==> config.mk <==
export PLATFORM = sky130hd
export DESIGN_NAME = load_store_queue
export DESIGN_NICKNAME = d
export VERILOG_FILES = /design/src/lsq_pkg.sv /design/src/lsq_translate.sv /design/src/lsq_queue.sv /design/src/lsq_issue.sv /design/src/store_buffer.sv /design/src/load_store_queue.sv
export VERILOG_INCLUDE_DIRS = /design/src
export SDC_FILE = /design/constraint.sdc
export NUM_CORES = 2
export LEC_CHECK = 0
export ABC_CLOCK_PERIOD_IN_PS = 21200
export BUFFER_PORTS_ARGS = -buffer_cell sky130_fd_sc_hd__buf_4
export CAP_MARGIN = 5
export CORE_MARGIN = 1
export CORE_UTILIZATION = 58
export CTS_BUF_LIST = sky130_fd_sc_hd__clkbuf_4
export CTS_CLUSTER_SIZE = 8
export DETAILED_ROUTE_END_ITERATION = 8
export GPL_TIMING_DRIVEN = 0
export PLACE_DENSITY_LB_ADDON = 0.2
export SYNTH_ARGS = -nofsm -noshare
export SYNTH_HDL_FRONTEND = slang
export SYNTH_HIERARCHICAL = 1
export SYNTH_SLANG_ARGS = --single-unit
export TNS_END_PERCENT = 10
==> constraint.sdc <==
create_clock -name clk_i -period 21.2 [get_ports clk_i]
set_input_delay 3.18 -clock clk_i [delete_from_list [all_inputs] [get_ports clk_i]]
set_output_delay 3.18 -clock clk_i [all_outputs]
set_load 0.02 [all_outputs]
==> src/lsq_macros.svh <==
/*
 * Load/store queue sizing constants
 * Queue and store buffer depths, address widths and the physical memory limit
 */

`ifndef LSQ_MACROS_SVH
`define LSQ_MACROS_SVH

// Number of load/store queue entries
`define LSQ_DEPTH       8

// Stores held while waiting for commit
`define SB_DEPTH        2

// Sign-extended virtual address bits (Sv39)
`define LSQ_VA_BITS     39

`define LSQ_PPN_BITS    28  // Physical page number
`define LSQ_GL_BITS     5   // Global instruction index

// First invalid physical address with translation off
`define LSQ_PHYS_LIMIT  40'h80_0000_0000

`endif

==> src/lsq_pkg.sv <==
/*
 * Load/store queue types
 * Memory instruction, exception and data TLB request/response formats
 */

`default_nettype none

`include "lsq_macros.svh"

package lsq_pkg;

    typedef enum logic {
        LOAD,
        STORE
    } mem_op_e;

    typedef enum logic [1:0] {
        BYTE,
        HALF,
        WORD,
        DOUBLE
    } mem_size_e;

    // Memory exception causes, load and store flavors
    typedef enum logic [2:0] {
        LD_MISALIGNED,
        ST_MISALIGNED,
        LD_ACCESS_FAULT,
        ST_ACCESS_FAULT,
        LD_PAGE_FAULT,
        ST_PAGE_FAULT
    } xcpt_cause_e;

    typedef logic [`LSQ_GL_BITS-1:0]       gl_index_t;
    typedef logic [$clog2(`LSQ_DEPTH)-1:0] lsq_ptr_t;
    typedef logic [$clog2(`LSQ_DEPTH):0]   lsq_cnt_t;   // Holds 0..LSQ_DEPTH

    typedef struct packed {
        logic        valid;
        xcpt_cause_e cause;
        logic [63:0] origin;        // Faulting virtual address
    } xcpt_t;

    typedef struct packed {
        logic        valid;
        mem_op_e     op;
        mem_size_e   size;
        gl_index_t   gl_index;
        logic [63:0] addr;          // Virtual, physical once translated
        logic [63:0] data;
        logic        translated;
        xcpt_t       ex;
    } mem_instr_t;

    typedef struct packed {
        logic                     valid;
        logic                     vm_enable;
        logic                     store;
        logic [`LSQ_PPN_BITS-1:0] vpn;
    } tlb_req_t;

    typedef struct packed {
        logic                     ready;
        logic                     miss;
        logic [`LSQ_PPN_BITS-1:0] ppn;
        logic                     ld_fault;
        logic                     st_fault;
    } tlb_resp_t;

endpackage

`default_nettype wire

==> src/lsq_translate.sv <==
/*
 * Load/store queue translation stage
 * Sends the oldest untranslated instruction to the data TLB, builds the
 * physical address and classifies memory exceptions
 */

`timescale 1ns/1ps
`default_nettype none

`include "lsq_macros.svh"

module lsq_translate (
    input  wire logic               en_translation_i,
    input  wire lsq_pkg::mem_instr_t instr_i,
    input  wire lsq_pkg::mem_instr_t pending_i,
    input  wire logic               pending_valid_i,
    input  wire logic               full_i,
    input  wire lsq_pkg::tlb_resp_t tlb_resp_i,
    output lsq_pkg::tlb_req_t       tlb_req_o,
    output lsq_pkg::mem_instr_t     translated_o,
    output logic                    translate_en_o,
    output logic                    take_incoming_o
);

    lsq_pkg::mem_instr_t  to_xlat;
    lsq_pkg::xcpt_cause_e cause;
    logic [63:0]          phys_addr;
    logic [63:`LSQ_VA_BITS-1] va_upper;
    logic                 is_store;
    logic                 misaligned;
    logic                 access_fault;
    logic                 xcpt_hit;

    // Incoming goes straight to the TLB only when nothing older waits
    assign take_incoming_o = instr_i.valid & ~pending_valid_i & ~full_i;
    assign to_xlat         = take_incoming_o ? instr_i : pending_i;
    assign is_store        = (to_xlat.op == lsq_pkg::STORE);

    assign translate_en_o = tlb_resp_i.ready & ~tlb_resp_i.miss &
                            (take_incoming_o | pending_valid_i);

    assign tlb_req_o.valid     = take_incoming_o | pending_valid_i;
    assign tlb_req_o.vm_enable = en_translation_i;
    assign tlb_req_o.store     = is_store;
    assign tlb_req_o.vpn       = to_xlat.addr[`LSQ_PPN_BITS+11:12];

    assign phys_addr = {{(52-`LSQ_PPN_BITS){1'b0}}, tlb_resp_i.ppn, to_xlat.addr[11:0]};

    always_comb begin
        case (to_xlat.size)
            lsq_pkg::HALF:   misaligned = to_xlat.addr[0];
            lsq_pkg::WORD:   misaligned = |to_xlat.addr[1:0];
            lsq_pkg::DOUBLE: misaligned = |to_xlat.addr[2:0];
            default:         misaligned = 1'b0;
        endcase
    end

    // Upper bits must all copy the top VA bit
    assign va_upper     = to_xlat.addr[63:`LSQ_VA_BITS-1];
    assign access_fault = en_translation_i ? ~((&va_upper) | ~(|va_upper))
                                           : (to_xlat.addr >= `LSQ_PHYS_LIMIT);

    always_comb begin
        xcpt_hit = 1'b1;
        if (misaligned) begin
            cause = is_store ? lsq_pkg::ST_MISALIGNED : lsq_pkg::LD_MISALIGNED;
        end else if (access_fault) begin
            cause = is_store ? lsq_pkg::ST_ACCESS_FAULT : lsq_pkg::LD_ACCESS_FAULT;
        end else if (is_store & tlb_resp_i.st_fault) begin
            cause = lsq_pkg::ST_PAGE_FAULT;
        end else if (~is_store & tlb_resp_i.ld_fault) begin
            cause = lsq_pkg::LD_PAGE_FAULT;
        end else begin
            xcpt_hit = 1'b0;
            cause    = lsq_pkg::LD_MISALIGNED;  // Don't care
        end
    end

    always_comb begin
        translated_o            = to_xlat;
        translated_o.addr       = phys_addr;
        translated_o.translated = translate_en_o;
        translated_o.ex         = '0;
        if (xcpt_hit) begin
            translated_o.ex.valid  = 1'b1;
            translated_o.ex.cause  = cause;
            translated_o.ex.origin = to_xlat.addr;  // Virtual address
        end
    end

endmodule

`default_nettype wire

==> src/lsq_queue.sv <==
/*
 * Load/store queue storage
 * Circular buffer with tail, translate and head pointers and separate
 * counts of untranslated and translated entries
 */

`timescale 1ns/1ps
`default_nettype none

`include "lsq_macros.svh"

module lsq_queue (
    input  wire logic                clk_i,
    input  wire logic                rstn_i,
    input  wire logic                flush_i,
    input  wire lsq_pkg::mem_instr_t instr_i,
    input  wire lsq_pkg::mem_instr_t translated_i,
    input  wire logic                translate_en_i,
    input  wire logic                take_incoming_i,
    input  wire logic                head_pop_i,
    output lsq_pkg::mem_instr_t      pending_o,
    output logic                     pending_valid_o,
    output lsq_pkg::mem_instr_t      head_o,
    output logic                     head_valid_o,
    output logic                     full_o,
    output logic                     empty_o
);

    lsq_pkg::mem_instr_t entries [`LSQ_DEPTH];

    lsq_pkg::lsq_ptr_t tail;        // Next free entry
    lsq_pkg::lsq_ptr_t xlat_ptr;    // Oldest untranslated entry
    lsq_pkg::lsq_ptr_t head;        // Oldest translated entry
    lsq_pkg::lsq_cnt_t num_untr;
    lsq_pkg::lsq_cnt_t num_tr;
    lsq_pkg::lsq_cnt_t occupancy;

    logic write_en;
    logic write_translated;
    logic writeback_en;

    assign occupancy = num_untr + num_tr;
    assign full_o    = (occupancy == lsq_pkg::lsq_cnt_t'(`LSQ_DEPTH)) | flush_i;
    assign empty_o   = (occupancy == '0);

    assign write_en         = instr_i.valid & ~full_o;
    assign write_translated = take_incoming_i & translate_en_i;
    assign writeback_en     = translate_en_i & ~take_incoming_i & pending_valid_o;

    assign pending_valid_o = (num_untr != '0);
    assign pending_o       = entries[xlat_ptr];

    // Head is only offered once translated
    assign head_valid_o = (num_tr != '0) & ~flush_i;

    always_comb begin
        head_o       = entries[head];
        head_o.valid = head_valid_o;
    end

    always_ff @(posedge clk_i) begin
        if (write_en) begin
            entries[tail] <= write_translated ? translated_i : instr_i;
        end
        if (writeback_en) begin
            entries[xlat_ptr] <= translated_i;  // Translate in place
        end
    end

    always_ff @(posedge clk_i or negedge rstn_i) begin
        if (!rstn_i) begin
            tail     <= '0;
            xlat_ptr <= '0;
            head     <= '0;
            num_untr <= '0;
            num_tr   <= '0;
        end else if (flush_i) begin
            tail     <= '0;
            xlat_ptr <= '0;
            head     <= '0;
            num_untr <= '0;
            num_tr   <= '0;
        end else begin
            if (write_en) begin
                tail <= tail + 1'b1;
            end
            // Incoming translation means xlat_ptr == tail
            if (translate_en_i) begin
                xlat_ptr <= xlat_ptr + 1'b1;
            end
            if (head_pop_i) begin
                head <= head + 1'b1;
            end
            num_untr <= num_untr + lsq_pkg::lsq_cnt_t'(write_en & ~write_translated)
                                 - lsq_pkg::lsq_cnt_t'(writeback_en);
            num_tr   <= num_tr + lsq_pkg::lsq_cnt_t'(translate_en_i)
                               - lsq_pkg::lsq_cnt_t'(head_pop_i);
        end
    end

endmodule

`default_nettype wire

==> src/lsq_issue.sv <==
/*
 * Load/store queue issue arbiter
 * Picks a head load, a committed buffered store, a committed head store
 * or a spill of the head store into the store buffer
 */

`timescale 1ns/1ps
`default_nettype none

module lsq_issue (
    input  wire logic                rob_store_ack_i,
    input  wire lsq_pkg::gl_index_t  rob_store_gl_idx_i,
    input  wire logic                read_next_i,
    input  wire lsq_pkg::mem_instr_t head_i,
    input  wire logic                head_valid_i,
    input  wire lsq_pkg::mem_instr_t sb_head_i,
    input  wire logic                sb_empty_i,
    input  wire logic                sb_full_i,
    input  wire logic                collision_i,
    output logic                     head_pop_o,
    output logic                     sb_push_o,
    output logic                     sb_pop_o,
    output lsq_pkg::mem_instr_t      next_instr_o,
    output logic                     blocked_store_o,
    output logic                     pmu_load_after_store_o
);

    lsq_pkg::gl_index_t rob_idx_next;
    logic head_is_load;
    logic head_is_store;
    logic load_ok;
    logic sb_store_ok;
    logic head_store_ok;

    // Wraps modulo 2**LSQ_GL_BITS
    assign rob_idx_next = rob_store_gl_idx_i + 1'b1;

    assign head_is_load  = head_valid_i & (head_i.op == lsq_pkg::LOAD);
    assign head_is_store = head_valid_i & (head_i.op == lsq_pkg::STORE);

    assign load_ok       = head_is_load & ~collision_i;
    assign sb_store_ok   = ~sb_empty_i & rob_store_ack_i &
                           ((sb_head_i.gl_index == rob_store_gl_idx_i) |
                            (sb_head_i.gl_index == rob_idx_next));
    assign head_store_ok = head_is_store & rob_store_ack_i &
                           ((head_i.gl_index == rob_store_gl_idx_i) |
                            (head_i.gl_index == rob_idx_next));

    always_comb begin
        head_pop_o   = 1'b0;
        sb_push_o    = 1'b0;
        sb_pop_o     = 1'b0;
        next_instr_o = '0;
        if (load_ok) begin
            next_instr_o = head_i;
            head_pop_o   = read_next_i;
        end else if (sb_store_ok) begin   // Older buffered store first
            next_instr_o = sb_head_i;
            sb_pop_o     = read_next_i;
        end else if (head_store_ok) begin
            next_instr_o = head_i;
            head_pop_o   = read_next_i;
        end else if (head_is_store & ~sb_full_i) begin
            // Park the uncommitted store so later loads can go
            sb_push_o  = 1'b1;
            head_pop_o = 1'b1;
        end
    end

    assign blocked_store_o        = ~(load_ok | sb_store_ok | head_store_ok);
    assign pmu_load_after_store_o = collision_i;

endmodule

`default_nettype wire

==> src/store_buffer.sv <==
/*
 * Store buffer
 * FIFO of stores waiting for commit, flags a head load that hits a
 * buffered doubleword
 */

`timescale 1ns/1ps
`default_nettype none

`include "lsq_macros.svh"

module store_buffer (
    input  wire logic                clk_i,
    input  wire logic                rstn_i,
    input  wire logic                flush_i,
    input  wire logic                push_i,
    input  wire logic                pop_i,
    input  wire lsq_pkg::mem_instr_t instr_i,
    input  wire logic [63:0]         load_addr_i,
    output lsq_pkg::mem_instr_t      oldest_o,
    output logic                     empty_o,
    output logic                     full_o,
    output logic                     collision_o
);

    localparam int PTR_W = (`SB_DEPTH > 1) ? $clog2(`SB_DEPTH) : 1;

    lsq_pkg::mem_instr_t  entries [`SB_DEPTH];
    logic [`SB_DEPTH-1:0] occupied;
    logic [`SB_DEPTH-1:0] addr_hit;
    logic [PTR_W-1:0]     wr_ptr;
    logic [PTR_W-1:0]     rd_ptr;
    logic                 head_is_load;

    assign empty_o  = ~(|occupied) | flush_i;   // Nothing offered while flushing
    assign full_o   = &occupied;
    assign oldest_o = entries[rd_ptr];

    // Same doubleword as the head load
    always_comb begin
        for (int i = 0; i < `SB_DEPTH; i++) begin
            addr_hit[i] = occupied[i] & (entries[i].addr[63:3] == load_addr_i[63:3]);
        end
    end

    assign head_is_load = instr_i.valid & (instr_i.op == lsq_pkg::LOAD);
    assign collision_o  = head_is_load & (|addr_hit);

    always_ff @(posedge clk_i) begin
        if (push_i & ~full_o) begin
            entries[wr_ptr] <= instr_i;
        end
    end

    always_ff @(posedge clk_i or negedge rstn_i) begin
        if (!rstn_i) begin
            occupied <= '0;
            wr_ptr   <= '0;
            rd_ptr   <= '0;
        end else if (flush_i) begin
            occupied <= '0;
            wr_ptr   <= '0;
            rd_ptr   <= '0;
        end else begin
            if (pop_i & ~empty_o) begin
                occupied[rd_ptr] <= 1'b0;
                rd_ptr           <= (rd_ptr == PTR_W'(`SB_DEPTH-1)) ? '0 : rd_ptr + 1'b1;
            end
            if (push_i & ~full_o) begin
                occupied[wr_ptr] <= 1'b1;
                wr_ptr           <= (wr_ptr == PTR_W'(`SB_DEPTH-1)) ? '0 : wr_ptr + 1'b1;
            end
        end
    end

endmodule

`default_nettype wire

==> src/load_store_queue.sv <==
/*
 * Load/store queue top level
 * In-order memory queue with data TLB translation and a store buffer
 */

`timescale 1ns/1ps
`default_nettype none

module load_store_queue (
    input  wire logic                clk_i,
    input  wire logic                rstn_i,
    input  wire logic                flush_i,
    input  wire logic                en_translation_i,
    input  wire lsq_pkg::mem_instr_t instr_i,
    input  wire logic                read_next_i,
    input  wire logic                rob_store_ack_i,
    input  wire lsq_pkg::gl_index_t  rob_store_gl_idx_i,
    input  wire lsq_pkg::tlb_resp_t  tlb_resp_i,
    output lsq_pkg::tlb_req_t        tlb_req_o,
    output lsq_pkg::mem_instr_t      next_instr_o,
    output logic                     full_o,
    output logic                     empty_o,
    output logic                     blocked_store_o,
    output logic                     pmu_load_after_store_o
);

    lsq_pkg::mem_instr_t translated_instr;
    lsq_pkg::mem_instr_t pending_instr;
    lsq_pkg::mem_instr_t head_instr;
    lsq_pkg::mem_instr_t sb_oldest;
    logic translate_en;
    logic take_incoming;
    logic pending_valid;
    logic head_valid;
    logic head_pop;
    logic q_empty;
    logic sb_push;
    logic sb_pop;
    logic sb_empty;
    logic sb_full;
    logic sb_collision;

    assign empty_o = q_empty & sb_empty;

    lsq_translate u_translate (
        .en_translation_i (en_translation_i),
        .instr_i          (instr_i),
        .pending_i        (pending_instr),
        .pending_valid_i  (pending_valid),
        .full_i           (full_o),
        .tlb_resp_i       (tlb_resp_i),
        .tlb_req_o        (tlb_req_o),
        .translated_o     (translated_instr),
        .translate_en_o   (translate_en),
        .take_incoming_o  (take_incoming)
    );

    lsq_queue u_queue (
        .clk_i           (clk_i),
        .rstn_i          (rstn_i),
        .flush_i         (flush_i),
        .instr_i         (instr_i),
        .translated_i    (translated_instr),
        .translate_en_i  (translate_en),
        .take_incoming_i (take_incoming),
        .head_pop_i      (head_pop),
        .pending_o       (pending_instr),
        .pending_valid_o (pending_valid),
        .head_o          (head_instr),
        .head_valid_o    (head_valid),
        .full_o          (full_o),
        .empty_o         (q_empty)
    );

    lsq_issue u_issue (
        .rob_store_ack_i        (rob_store_ack_i),
        .rob_store_gl_idx_i     (rob_store_gl_idx_i),
        .read_next_i            (read_next_i),
        .head_i                 (head_instr),
        .head_valid_i           (head_valid),
        .sb_head_i              (sb_oldest),
        .sb_empty_i             (sb_empty),
        .sb_full_i              (sb_full),
        .collision_i            (sb_collision),
        .head_pop_o             (head_pop),
        .sb_push_o              (sb_push),
        .sb_pop_o               (sb_pop),
        .next_instr_o           (next_instr_o),
        .blocked_store_o        (blocked_store_o),
        .pmu_load_after_store_o (pmu_load_after_store_o)
    );

    store_buffer u_store_buffer (
        .clk_i       (clk_i),
        .rstn_i      (rstn_i),
        .flush_i     (flush_i),
        .push_i      (sb_push),
        .pop_i       (sb_pop),
        .instr_i     (head_instr),
        .load_addr_i (head_instr.addr),
        .oldest_o    (sb_oldest),
        .empty_o     (sb_empty),
        .full_o      (sb_full),
        .collision_o (sb_collision)
    );

endmodule

`default_nettype wire

==> impl_metrics.yaml <==
placement:
  numPortBuffers: 460
  dp_slack_ps: 8840
  place.detailed.hpwl_um: 254000
  gp_routability_congestion: 0.942
  place.detailed.instances: 9831
clock_tree:
  cts_tree: "built"
  path_clk_slew_ps: 70
  cts_root_buf: "sky130_fd_sc_hd__clkbuf_4"
  clock_tree.htree_level_count: 6
  post_cts.repair.setup_buffers: 0
  clkLatencyLatePin_ps: 1440
  ctsLongestPathBuffers: 4
  number_of_clock_sinks_seen_by_cts: 2073
  numCtsBuffers: 582
  cts_repair_resize_count: 0
  count_of_hold_fix_buffers_inserted_at_cts: 0
die:
  starting_density_of_the_core_pct: 58.5
  core_sq_um: 191000
  top_level_ports: 490
  design.die.area_sq_um: 194000
  fp.dieW_um: 441
  dieHeight_um: 441
  placementRows: 160
layout:
  multi_input_comb_area_sq_um: 46700
  area_growth_pct: 14.9
  layout.nets: 8176
  layout.cells.non_filler: 10900
  post_route_cells_drive_above_1_share_pct: 57.3
  filler_cell_count: 13400
  sequential_cell_area_sq_um: 62100
logic_synthesis:
  syn_avg_cell_area_sq_um: 16.9
  synthesis.instances: 6605
  number_of_warnings_printed_during_yosys_synthesis: 6
  mappedNetlistArea_sq_um: 112000
route:
  route.detailed.drc: 0
  first_iteration_detailed_routing_drc_count: 9503
  routedWlPerCell_um: 34.0
  final_antenna_net_count: 0
  detailed_routing_iteration_count_for_the_pre_antenna_repair_pass: 5
  finalWirelength_um: 370000
  num_vias: 73200
  detail_route.vias_per_cell: 6.73
critical_path:
  r2r_start: "u_queue/head[0]$_DFFE_PN0P_"
  r2r_slack_ps: 11900
  criticalPathCategory: "flip-flop to primary output"
  ff2ff_path_depth: 23
  critical-path-max-stage-delay_ps: 1130
  worstPathArrival_ps: 10990
  r2r-end: "u_queue/num_tr[2]$_DFF_PN0_"
  slowest_stage: "sky130_fd_sc_hd__clkbuf_1"
  crit_path_end_kind: "primary output"
  critical_path.endpoint: "next_instr_o[84]"
  worstPathCellList: "clkbuf_1 > clkbuf_1 > buf_1 > mux4_2 > mux2_2 > xnor2_1 > nand4_1 > nor4_1 > nand4_1 > or4_1 > a21oi_1 > nor3b_1 > nor2_4 > buf_2 > buf_2 > a22o_1 > buf_4"
  critPathLaunchType: "flip-flop"
  cp.buffers_inverters: 6
  crit_start: "u_queue/head[0]$_DFFE_PN0P_"
  worst_ep_required_time_ps: 18020
  path_delay_family: "buffers and inverters"
  critical_path_maximum_fanout: 11
  worstSetupPathDepth: 17
timing:
  grt_setup_unrepaired: "false"
  setup_viol: 0
  totalNegativeSetupSlack_ps: 0
  final.setup_skew_ps: 84.7
  fin_crit_ps: 14170
  clock.fmax_mhz: 70.5
  maxSlewHeadroom_pct: -5.84
  post-route-period-util_pct: 66.9
  timing.final.hold_violations: 0
  timing.final.max_slew_violations: 28
  worst_pin_slew_ps: 1590
  timing.final.ws_setup_ps: 7030
flow_run:
  cap_violations: 4
run_status:
  violations: "capacitance limit, slew limit"
  run_status: "finished with violations"
grt:
  first_global_vias: 74300
  grt_antenna_before_repair: 89
  global_route_wire_length_before_repair_um: 521000
  grt_util_all_layers_pct: 37.9
  grt_overflow: 0
  grt_max_degree: 54
min_path:
  timing.hold.worst.class: "flip-flop to flip-flop"
pwr:
  worst_ir_drop_vdd_mv: 0.0594
  power_leakage_nw: 43.7
  p_per_area_nw_per_um2: 112
[placed cells by master (no fill, tap or decap), types with 6 or more instances in the layout]
cell,n
sky130_fd_sc_hd__o22ai_1,8
sky130_fd_sc_hd__buf_2,193
sky130_fd_sc_hd__edfxtp_1,2052
sky130_fd_sc_hd__conb_1,24
sky130_fd_sc_hd__buf_8,6
sky130_fd_sc_hd__inv_2,16
sky130_fd_sc_hd__nor2b_1,6
sky130_fd_sc_hd__buf_1,69
sky130_fd_sc_hd__o21ai_0,18
sky130_fd_sc_hd__clkbuf_2,12
sky130_fd_sc_hd__clkbuf_1,174
sky130_fd_sc_hd__buf_12,33
sky130_fd_sc_hd__xor2_1,49
sky130_fd_sc_hd__o2bb2ai_1,6
sky130_fd_sc_hd__mux2_1,14
sky130_fd_sc_hd__clkbuf_4,842
sky130_fd_sc_hd__mux2_2,2167
sky130_fd_sc_hd__xnor2_1,69
sky130_fd_sc_hd__nor4_1,28
sky130_fd_sc_hd__mux2i_1,6
sky130_fd_sc_hd__a22o_1,207
sky130_fd_sc_hd__diode_2,81
sky130_fd_sc_hd__nand2_1,404
sky130_fd_sc_hd__a221oi_1,9
sky130_fd_sc_hd__buf_16,25
sky130_fd_sc_hd__nor2_1,27
sky130_fd_sc_hd__mux4_2,682
sky130_fd_sc_hd__buf_4,685
sky130_fd_sc_hd__clkinv_1,91
sky130_fd_sc_hd__ha_1,17
sky130_fd_sc_hd__buf_6,48
sky130_fd_sc_hd__nand2b_1,7
sky130_fd_sc_hd__nand3_1,14
sky130_fd_sc_hd__clkinv_2,11
sky130_fd_sc_hd__dfrtp_1,21
sky130_fd_sc_hd__inv_1,55
sky130_fd_sc_hd__nand4_1,33
sky130_fd_sc_hd__a21oi_1,74
[worst min path at each step]
stage,depth (start not counted),startpoint,end,slack [ps]
3_3_place_gp,2,u_store_buffer/wr_ptr$_DFFE_PN0P_,u_store_buffer/wr_ptr$_DFFE_PN0P_,540
5_1_grt,2,u_store_buffer/wr_ptr$_DFFE_PN0P_,u_store_buffer/wr_ptr$_DFFE_PN0P_,670
2_1_floorplan,2,u_store_buffer/wr_ptr$_DFFE_PN0P_,u_store_buffer/wr_ptr$_DFFE_PN0P_,520
3_5_place_dp,2,u_store_buffer/wr_ptr$_DFFE_PN0P_,u_store_buffer/wr_ptr$_DFFE_PN0P_,620
4_1_cts,2,u_store_buffer/wr_ptr$_DFFE_PN0P_,u_store_buffer/wr_ptr$_DFFE_PN0P_,630
6_report,2,u_store_buffer/wr_ptr$_DFFE_PN0P_,u_store_buffer/wr_ptr$_DFFE_PN0P_,630
[where the power goes]
group	switching [mW]	total [mW]	internal (mW)
combinational	3.27	5.48	2.22
clock	1.72	3.55	1.83
sequential	0.139	5.29	5.16
[area by class of cell]
type / instances / area share (%)
inverters: 56 / 0.164
well taps: 2511 / 2.45
repair buffers: 695 / 4.87
clock inverters: 119 / 0.400
clock buffers: 842 / 4.92
flip-flops and latches: 2073 / 48.4
diodes: 81 / 0.158
plain buffers: 551 / 2.19
multi-input cells: 3948 / 36.4
[stage by stage]
| step | util (%) | cell area [sq um] | power [mW] | hold WS, ps |
|---|---|---|---|---|
| 2_1_floorplan | - | 112000 | 8.84 | 519 |
| 3_3_place_gp | 62.0 | 118000 | 10.8 | 538 |
| 3_5_place_dp | 63.6 | 121000 | 10.7 | 617 |
| 4_1_cts | 67.1 | 128000 | 14.3 | 632 |
| 5_1_grt | 67.3 | 128000 | 14.8 | 666 |
| 6_report | 67.3 | 128000 | 14.3 | 628 |
[state kept, by name (all words and copies together), names as in the netlist]
| signal | cells |
|---|---|
| u_queue/num_tr | 4 |
| u_queue/xlat_ptr | 3 |
| u_queue/head | 3 |
| u_store_buffer/rd_ptr | 1 |
| u_queue/tail | 3 |
| u_queue/num_untr | 4 |
| u_store_buffer/entries | 412 |
| u_store_buffer/wr_ptr | 1 |
| u_queue/entries | 1640 |
| u_store_buffer/occupied | 2 |
[routing by layer]
| metal | track usage [%] | wire (um) | vias up |
|---|---|---|---|
| met5 | 0.397 | 400 | - |
| met4 | 27.3 | 26800 | 46 |
| met3 | 11.4 | 45000 | 1061 |
| met2 | 57.2 | 171000 | 5129 |
| met1 | 46.6 | 126000 | 37100 |
| li1 | - | - | 29900 |
[worst reg2reg max path, stage by stage (launching register included)]
cell and delay, ps:
sky130_fd_sc_hd__dfrtp_1 370, sky130_fd_sc_hd__clkbuf_1 580, sky130_fd_sc_hd__clkbuf_1 1140, sky130_fd_sc_hd__buf_1 890, sky130_fd_sc_hd__mux4_2 600, sky130_fd_sc_hd__mux2_2 390, sky130_fd_sc_hd__xnor2_1 480, sky130_fd_sc_hd__nand4_1 370
sky130_fd_sc_hd__nor4_1 770, sky130_fd_sc_hd__nand4_1 150, sky130_fd_sc_hd__or4_1 630, sky130_fd_sc_hd__a21oi_1 280, sky130_fd_sc_hd__nor3b_1 150, sky130_fd_sc_hd__a41o_1 240, sky130_fd_sc_hd__buf_6 190, sky130_fd_sc_hd__buf_6 210
sky130_fd_sc_hd__buf_6 170, sky130_fd_sc_hd__a21o_1 310, sky130_fd_sc_hd__ha_1 340, sky130_fd_sc_hd__inv_1 40, sky130_fd_sc_hd__ha_1 200, sky130_fd_sc_hd__fa_1 420, sky130_fd_sc_hd__xnor2_1 170, sky130_fd_sc_hd__nor2_1 50
Note: power is estimated with default switching activity, not from simulation.
